<file path="config.mk">
export PLATFORM = sky130hd
export DESIGN_NAME = rx_header_parser
export DESIGN_NICKNAME = d
export VERILOG_FILES = /design/src/udp_rx_defs.svh /design/src/udp_rx_pkg.sv /design/src/rx_header_parser.sv
export SDC_FILE = /design/constraint.sdc
export NUM_CORES = 1
export LEC_CHECK = 0
export ABC_AREA = 0
export BUFFER_PORTS_ARGS = -buffer_cell sky130_fd_sc_hd__buf_4
export CORE_AREA = 2 2 137 139
export CTS_CLUSTER_DIAMETER = 120
export DETAILED_ROUTE_END_ITERATION = 8
export DIE_AREA = 0 0 139 141
export MAX_ROUTING_LAYER = met4
export PLACE_DENSITY = 0.6
export SYNTH_ARGS = -nofsm -noshare
export SYNTH_HDL_FRONTEND = slang
export SYNTH_SLANG_ARGS = --single-unit
</file>
<file path="constraint.sdc">
create_clock -name mac_clk -period 4.45 [get_ports mac_clk]
set_input_delay 0.89 -clock mac_clk [delete_from_list [all_inputs] [get_ports mac_clk]]
set_output_delay 0.89 -clock mac_clk [all_outputs]
set_load 0.01 [all_outputs]
</file>
<file path="src/udp_rx_defs.svh">
`ifndef UDP_RX_DEFS_SVH
`define UDP_RX_DEFS_SVH

// Application data FIFO, one entry per payload word
`define APP_FIFO_DEPTH 64

// Control FIFO, one entry per application frame
`define CTRL_FIFO_DEPTH 16

// Free entries left when almost-full asserts
`define FIFO_AF_MARGIN 4

// Words in one CPU buffer bank
`define CPU_BANK_WORDS 256

// APB map
// 12'h000 to 12'h7f8 is the buffer window, one 64-bit word every 8 bytes.
// The size register reads the committed word count and a write releases the bank.
`define APB_SIZE_ADDR 12'h800

`endif
</file>
<file path="src/udp_rx_pkg.sv">
`default_nettype none

package udp_rx_pkg;

  typedef logic [47:0] mac_addr_t;
  typedef logic [31:0] ip_addr_t;
  typedef logic [15:0] udp_port_t;
  typedef logic [63:0] data_word_t;
  typedef logic [7:0]  buf_addr_t;

  // Frame byte 0 sits in data[7:0]
  typedef struct packed {
    data_word_t data;
    logic [7:0] byte_valid;
    logic       good_frame;
    logic       bad_frame;
  } mac_rx_t;

  // Entry of the application data FIFO
  typedef struct packed {
    data_word_t data;
    logic       eof;
    logic       bad;
    logic       overrun;
  } app_word_t;

  // Entry of the application control FIFO
  typedef struct packed {
    ip_addr_t  src_ip;
    udp_port_t src_port;
  } app_ctrl_t;

  typedef struct packed {
    logic      enable;
    mac_addr_t mac;
    ip_addr_t  ip;
    udp_port_t port;
  } local_cfg_t;

  typedef enum logic [2:0] {
    PS_IDLE,
    PS_HDR1,
    PS_HDR2,
    PS_HDR3,
    PS_HDR4,
    PS_HDR5,
    PS_DATA,
    PS_DROP
  } parse_state_t;

  typedef enum logic {
    CPU_BUFFERING,
    CPU_WAITING
  } cpu_state_t;

  typedef enum logic [1:0] {
    OVR_RUN,
    OVR_OVER,
    OVR_WAIT_RELEASE
  } ovr_state_t;

endpackage

`default_nettype wire

</file>
<file path="src/rx_header_parser.sv">
`default_nettype none

module rx_header_parser
  import udp_rx_pkg::*;
(
  input  logic       mac_clk,
  input  logic       mac_rst,
  input  mac_rx_t    mac_rx,
  input  logic       phy_rx_up,
  input  local_cfg_t cfg,
  output logic       app_valid,
  output data_word_t app_data,
  output logic       app_eof,
  output logic       app_bad,
  output app_ctrl_t  app_ctrl,
  output logic       cpu_we,
  output data_word_t cpu_data,
  output logic       cpu_commit,
  output logic       cpu_rollback
);

  // Put frame byte 0 in bits 63:56 so fields read in wire order
  function automatic data_word_t swap_bytes(input data_word_t w);
    data_word_t r;
    for (int i = 0; i < 8; i++) begin
      r[8*i +: 8] = w[56-8*i +: 8];
    end
    return r;
  endfunction

  parse_state_t state;
  data_word_t   cur_r;
  data_word_t   prev_r;
  app_ctrl_t    src_q;
  mac_addr_t    dst_mac;
  ip_addr_t     dst_ip;
  udp_port_t    dst_port;
  logic         word_in;
  logic         frame_end;
  logic         mac_local;
  logic         mac_hit;
  logic         app_ok;
  logic         cpu_ok;
  logic         en_q;
  logic         wr_q;
  logic         to_app;
  logic         to_cpu;

  assign word_in   = &mac_rx.byte_valid;
  assign frame_end = mac_rx.good_frame || mac_rx.bad_frame;
  assign cur_r     = swap_bytes(mac_rx.data);

  assign dst_mac   = cur_r[63:16];
  // Destination IP straddles header words 3 and 4
  assign dst_ip    = {prev_r[15:0], cur_r[63:48]};
  assign dst_port  = cur_r[31:16];
  assign mac_local = dst_mac == cfg.mac;
  assign mac_hit   = mac_local || dst_mac == '1;

  // An app frame must have reached its payload to count as one
  assign to_app = app_ok && state == PS_DATA;
  assign to_cpu = cpu_ok && !to_app;

  always_ff @(posedge mac_clk) begin
    if (mac_rst) begin
      state        <= PS_IDLE;
      app_ok       <= 1'b0;
      cpu_ok       <= 1'b0;
      en_q         <= 1'b0;
      wr_q         <= 1'b0;
      cpu_commit   <= 1'b0;
      cpu_rollback <= 1'b0;
    end else begin
      en_q         <= cfg.enable;
      wr_q         <= word_in && state != PS_DROP && (state != PS_IDLE || phy_rx_up);
      cpu_commit   <= frame_end && state != PS_IDLE && mac_rx.good_frame && to_cpu;
      cpu_rollback <= frame_end && state != PS_IDLE && !(mac_rx.good_frame && to_cpu);
      if (frame_end) begin
        state <= PS_IDLE;
      end else if (word_in) begin
        case (state)
          PS_IDLE: begin
            if (phy_rx_up) begin
              cpu_ok <= mac_hit;
              app_ok <= mac_local && en_q;
              state  <= mac_hit ? PS_HDR1 : PS_DROP;
            end
          end
          PS_HDR1: begin
            // Ethertype 0800 and IPv4 without options
            if (cur_r[31:16] != 16'h0800 || cur_r[15:8] != 8'h45) begin
              app_ok <= 1'b0;
            end
            state <= PS_HDR2;
          end
          PS_HDR2: begin
            if (cur_r[7:0] != 8'h11) begin
              app_ok <= 1'b0;
            end
            state <= PS_HDR3;
          end
          PS_HDR3: begin
            state <= PS_HDR4;
          end
          PS_HDR4: begin
            if (dst_ip != cfg.ip || dst_port != cfg.port) begin
              app_ok <= 1'b0;
            end
            state <= PS_HDR5;
          end
          PS_HDR5: begin
            state <= PS_DATA;
          end
          default: begin
            // Data and drop hold until the end pulse
            state <= state;
          end
        endcase
      end
    end
  end

  always_ff @(posedge mac_clk) begin
    if (word_in) begin
      prev_r <= cur_r;
      if (state == PS_HDR3) begin
        src_q.src_ip <= cur_r[47:16];
      end
      if (state == PS_HDR4) begin
        src_q.src_port <= cur_r[47:32];
      end
    end
  end

  // Payload starts at byte 42, i.e. byte 2 of word 5
  assign app_valid = to_app && (word_in || frame_end);
  assign app_data  = {prev_r[47:0], word_in ? cur_r[63:48] : 16'h0000};
  assign app_eof   = frame_end;
  assign app_bad   = mac_rx.bad_frame;
  assign app_ctrl  = src_q;

  // CPU gets every word of the frame, one cycle late
  assign cpu_we   = wr_q && cpu_ok;
  assign cpu_data = prev_r;

endmodule

`default_nettype wire

</file>
==> impl_metrics.yaml, run 1 <==
place:
  io_buffer_count: 355
  dpl_cell_area_mm2: 0.008284
  dp_cells: 942
  gpl.final_weighted_congestion: 0.8997
  dp_hpwl_um: 17430
cts:
  clock_latency_ns: 0.42
  path_clk_slew_ns: 0.06
  hold_buffers: 0
  tritoncts: "yes"
  h-tree-depth: 4
  clock-sinks: 121
  postCtsSetupRepairBufs: 0
  cts_root_buffer: "clkbuf_16"
  ctsResizeCount: 0
  clock_path_buffers: 2
  cts_buffers: 17
synthesis:
  yosys.cell_count.top_type: "edfxtp_1"
  syn_nets: 581
  syn_inst: 404
  synth.top_cell.area_share: 0.5929
  synthFlopType: "edfxtp_1"
  ys_types: 42
  ys_warn_count: 0
  async_flop_share: 0
  syn_area_mm2: 0.005673
  ys_ff_latch: 121
  synth_edf_count: 112
  synth.area.top_cells: "edfxtp_1 59%, xnor2_1 10%, buf_4 6.5%"
  syn_area_per_cell_um2: 14.04
  ys_seq_area_frac: 0.6246
  synth_area_leader_cell: "edfxtp_1"
  yosys-top-cells-count: "112 x edfxtp_1, 66 x xnor2_1, 49 x buf_4"
routing:
  routedWlPerCell_um: 22.45
  wl_um: 21860
  via_per_inst: 4.746
  vias: 4623
  drc: 0
  ant_nets: 0
  drt-initial-drc-count: 235
  dr.pass1.iters: 5
worst_setup_path:
  r2r_cells: 6
  cp.required_ns: 3.56
  r2r-end: "app_ok"
  crit_fanout: 41
  reg2reg_slack_ns: 2.15
  cp-end-kind: "output pin"
  timing.rr.start: "state[2]"
  critical_path_class: "in2out"
  cp.arrival_ns: 2.30
  startpoint_type: "input pin"
floorplan:
  ios: 356
  start_util: 0.3105
  fp.dieH_um: 141
  die_w_um: 139
  fp-row-count: 50
  core_area_mm2: 0.01827
  dieArea_mm2: 0.01960
global_route:
  met2_usage: 0.3772
  grt_pass1_vias: 4776
  gr-usage-met1: 0.2729
  track_usage: 0.2218
  grt_pass1_wl_um: 30730
  busiest_layer: "met2"
  grtUsageMet3: 0.04076
  grt_max_degree: 42
  antenna_found_initial: 0
  overflow: 0
hold_path:
  holdPathStages: 2
  holdPathEnd: "cpu_commit"
  hold_path_class: "reg2reg"
  min_from: "cpu_ok"
timing:
  tightest_slew_ns: 0.8669
  setup_viol: 0
  fin_skew_ns: 0.007461
  hold_viol: 0
  fin_crit_ns: 3.190
  fmax_ghz: 0.3135
  slew_violations: 0
  rsz0062_at_grt: "false"
  period_share: 0.7168
  fin_tns_setup_ns: 0
  relSlewSlack: 0.4221
  holdWs_ns: 0.4916
power:
  clockPowerShare: 0.481
  p_sw_mw: 0.6669
  peakVddDrop_uv: 255.8
  seq_power_share: 0.421
  p_leak_nw: 3.597
  p_int_mw: 2.294
  netSwitchingFraction: 0.2253
  powerDensity_mw_per_mm2: 332.7
  comb_power_share: 0.098
cells_and_area:
  num_antenna_cells: 0
  layout-drive-gt1-share: 0.5419
  instances_no_fill: 974
  multiInputGateArea_mm2: 0.001734
  final_core_util: 0.4871
  finish.instance_area_mm2: 0.008899
  areaGrowthSynthToFinish_pct: 56.86
  seq_area_mm2: 0.003543
  final_nets: 904
  fillers: 1655
status:
  status: "finished, final reports clean"
flow_run:
  drv_cap: 0
==> worst max-delay path by stage <==
| stage | startpoint | to | slack (ns) | cells after the start |
|---|---|---|---|---|
| 6_report | mac_rx[9] | app_data[2] | 1.26 | 6 |
| 4_1_cts | mac_rx[9] | app_valid | 1.25 | 7 |
| 5_1_grt | mac_rx[4] | app_valid | 1.13 | 7 |
| 2_1_floorplan | mac_rx[8] | app_valid | 0.1 | 5 |
| 3_5_place_dp | mac_rx[9] | app_ctrl[40] | 1.14 | 5 |
| 3_3_place_gp | mac_rx[6] | app_ctrl[40] | 1.26 | 5 |
==> sequential cells by signal, summed over array words and instances (netlist names) <==
| name | cells |
|---|---|
| en_q | 1 |
| cpu_ok | 1 |
| app_ok | 1 |
| cpu_rollback | 1 |
| cpu_data | 64 |
| app_ctrl | 48 |
| cpu_commit | 1 |
| state | 3 |
| wr_q | 1 |
==> area by class of cell <==
class / count / share of cell area
inverters: 3 / 0.001547
clock buffers: 17 / 0.04781
clock inverters: 15 / 0.02123
well taps: 234 / 0.03290
multi-input cells: 226 / 0.1949
repair buffers: 358 / 0.3034
flip-flops and latches: 121 / 0.3982
==> cell families (layout without fill, tap and decap cells) <==
| group | count (synthesis) | in the layout | synth area share |
|---|---|---|---|
| AO/OA/AOI/OAI | 17 | 17 | 0.02404 |
| XOR/XNOR | 96 | 96 | 0.1482 |
| adder cells (fa/ha/maj) | 3 | 3 | 0.006617 |
| buffers and inverters | 57 | 393 | 0.07212 |
| flip-flops | 121 | 121 | 0.6246 |
| multiplexers | 3 | 3 | 0.005734 |
| AND/OR/NAND/NOR | 107 | 107 | 0.1187 |
==> worst max-delay path, cell delays in order <==
cell and delay [ns]:
buf_4 0.08, nand4_1 0.17, nor2_4 0.51, buf_12 0.30
and2_1 0.18, buf_4 0.12
==> through the flow <==
step / power (mW) / setup WS [ns]
2_1_floorplan: 1.354 / 0.09612
3_3_place_gp: 1.559 / 1.264
3_5_place_dp: 1.562 / 1.141
4_1_cts: 2.990 / 1.250
5_1_grt: 3.056 / 1.133
6_report: 2.961 / 1.260
==> per-layer routing <==
layer  vias up  wire [um]  part of all wire
li1       2107          -                 -
met1      2260       9015              0.41
met2       238      11240              0.51
met3        18       1285             0.059
met4         0        319             0.015
met5         -          0                 0
==> cell usage in the layout, fill, tap and decap left out, types with 2 or more instances in the layout <==
| master | netlist | final |
|---|---|---|
| a21oi_1 | 3 | 3 |
| and2_1 | 18 | 18 |
| buf_4 | 49 | 357 |
| bufinv_16 | 0 | 3 |
| clkbuf_16 | 0 | 17 |
| clkinv_4 | 0 | 5 |
| dfxtp_1 | 9 | 9 |
| edfxtp_1 | 112 | 112 |
| ha_1 | 3 | 3 |
| inv_1 | 2 | 2 |
| inv_6 | 0 | 4 |
| mux2_1 | 2 | 2 |
| nand3_1 | 6 | 6 |
| nand4_1 | 34 | 34 |
| nor2_1 | 9 | 8 |
| nor2b_1 | 3 | 3 |
| nor3_1 | 5 | 4 |
| nor4_1 | 16 | 16 |
| nor4_2 | 2 | 2 |
| nor4b_1 | 5 | 5 |
| o21ai_0 | 3 | 3 |
| o221a_2 | 2 | 2 |
| xnor2_1 | 66 | 66 |
| xor2_1 | 30 | 30 |
==> power groups by stage <==
stage                     registers, mW  clock network, mW  logic (mW)
after floorplan                    1.27                  0      0.0835
after global placement             1.27                  0       0.290
after detailed placement           1.27                  0       0.293
after CTS                          1.25               1.45       0.294
after global routing               1.24               1.50       0.311
final                              1.25               1.42       0.291
No activity file was read; power rests on OpenSTA's default activity.
==> inputs of run 2 (changes only) <==
Clock period 4.45 ns to 3.32 ns, I/O delays scaled along.
==> run 2 against run 1 <==
  * Setup slack got worse by 0.38 ns
  * First-iteration DRC count increased by 4.3%
  * Cell area is 0.51% lower
  * Clock power up 18%
  * Critical path depth shrank 2
  * Register-to-register slack got worse by 1.1 ns
  * Hold slack lost 0.052 ns
  * Count of clock-buffer cells in the layout increased by 2
  * Utilization down 0.25 points
  * Die area unchanged
  * Critical path type is now reg2out
  * Largest power group is now registers
==> impl_metrics.yaml, run 2 (synthesized netlist as in run 1, its figures left out) <==
status:
  status: "finished, final reports clean"
worst_setup_path:
  worstSetupStartpoint: "state[1]"
  reg2reg_slack_ns: 1.07
  r2r_cells: 6
  crit_buf_inv: 1
  critical_path_class: "reg2out"
  timing.rr.start: "state[2]"
  cp.required_ns: 2.66
  cp_slowest_stage_delay_ns: 0.58
  startpoint_type: "flip-flop"
  cp_slowest_cell: "dfxtp_1"
  cp.depth: 4
  cp-end-kind: "output pin"
  critical_path.top_delay_family: "simple AND/OR/NAND/NOR gates"
  r2r-end: "app_ok"
  path_cells: "nor2b_1 > nand3_1 > nor2_1 > buf_4"
  crit_fanout: 14
  cp.arrival_ns: 1.77
  crit_path_end: "app_valid"
cts:
  hold_buffers: 0
  clock_path_buffers: 2
  clock_latency_ns: 0.41
  path_clk_slew_ns: 0.06
  postCtsSetupRepairBufs: 0
  clock-sinks: 121
  tritoncts: "yes"
  cts_root_buffer: "clkbuf_16"
  ctsResizeCount: 0
  cts_buffers: 17
  h-tree-depth: 4
cells_and_area:
  areaGrowthSynthToFinish_pct: 56.07
  final_cell_mix: "361 x buf_4, 112 x edfxtp_1, 66 x xnor2_1, 34 x nand4_1, 30 x xor2_1"
  final_core_util: 0.4847
  layout-drive-gt1-share: 0.5397
  final_nets: 908
  largest_reg_flops: 64
  final_common_cell: "buf_4"
  seq_area_mm2: 0.003543
  fillers: 1681
  multiInputGateArea_mm2: 0.001734
  instances_no_fill: 978
global_route:
  track_usage: 0.2156
  overflow: 0
  grt_pass1_vias: 4665
  grt_pass1_wl_um: 29830
  antenna_found_initial: 1
  grt_max_degree: 46
timing:
  fin_tns_setup_ns: 0
  fmax_ghz: 0.4102
  hold_viol: 0
  slew_violations: 0
  period_share: 0.7343
  fin_ws_ns: 0.8821
  rsz0062_at_grt: "false"
  tightest_slew_ns: 0.5434
  relSlewSlack: 0.6328
  setup_viol: 0
  holdWs_ns: 0.4397
  fin_skew_ns: 0.008543
  fin_crit_ns: 2.438
floorplan:
  start_util: 0.3105
  dieArea_mm2: 0.01960
  ios: 356
  core_area_mm2: 0.01827
  fp-row-count: 50
  die_w_um: 139
  fp.dieH_um: 141
power:
  peakVddDrop_uv: 341.3
  p_leak_nw: 3.567
  powerDensity_mw_per_mm2: 420.6
routing:
  drt-initial-drc-count: 245
  drc: 0
  routedWlPerCell_um: 21.59
  ant_nets: 0
  via_per_inst: 4.678
  vias: 4575
  wl_um: 21110
  dr.pass1.iters: 4
hold_path:
  hold_path_class: "in2reg"
place:
  gpl.final_weighted_congestion: 0.8855
  dp_slack_ns: 0.7389
  dp_hpwl_um: 17220
  dp_cells: 946
  io_buffer_count: 355
flow_run:
  drv_cap: 0
run 2: per-stage QoR:
stage                     cell area (um2)  power (mW)
final                                8853       3.724
after global routing                 8853       3.864
after CTS                            8851       3.758
after detailed placement             8314       2.089
after global placement               8314       2.086
after floorplan                      5674       1.815
run 2: worst min path at each step:
stage / start / to / cells past startpoint
floorplan: cpu_ok / cpu_commit / 2
global placement: app_ok / app_ok / 2
detailed placement: app_ok / app_ok / 2
CTS: mac_rx[66] / cpu_data[0] / 1
global route: mac_rx[66] / cpu_data[0] / 1
finish: mac_rx[60] / cpu_data[10] / 1
run 2: where the power goes:
part / total [mW] / internal [mW] / switching [mW]
Clock: 1.67 / 1.02 / 0.651
Sequential: 1.67 / 1.67 / 0.00206
Combinational: 0.384 / 0.212 / 0.172
run 2: final cells by class:
class,instances,share of cell area
Clock inverter,12,0.01173
Sequential cell,121,0.4002
Tap cell,234,0.03307
Clock buffer,19,0.04890
Antenna cell,1,0.0002826
Timing Repair Buffer,362,0.3084
Multi-Input combinational cell,226,0.1959
Inverter,3,0.001555
run 2: routing by layer:
metal / vias to the layer above / routed length [um] / track usage / share of wire
li1: 2113 / - / - / -
met1: 2210 / 8259 / 0.2529 / 0.39
met2: 236 / 10910 / 0.3666 / 0.52
met3: 16 / 1726 / 0.06726 / 0.082
met4: 0 / 211 / 0.04678 / 0.010
met5: - / 0 / - / 0
run 2: worst register-to-register path, cell delays in order, from the launching register on:
cell and delay, ns:
dfxtp_1 0.61, inv_4 0.09, or3_4 0.43, nor4_2 0.42, nand4_1 0.18, o31ai_2 0.25
mux2i_1 0.21
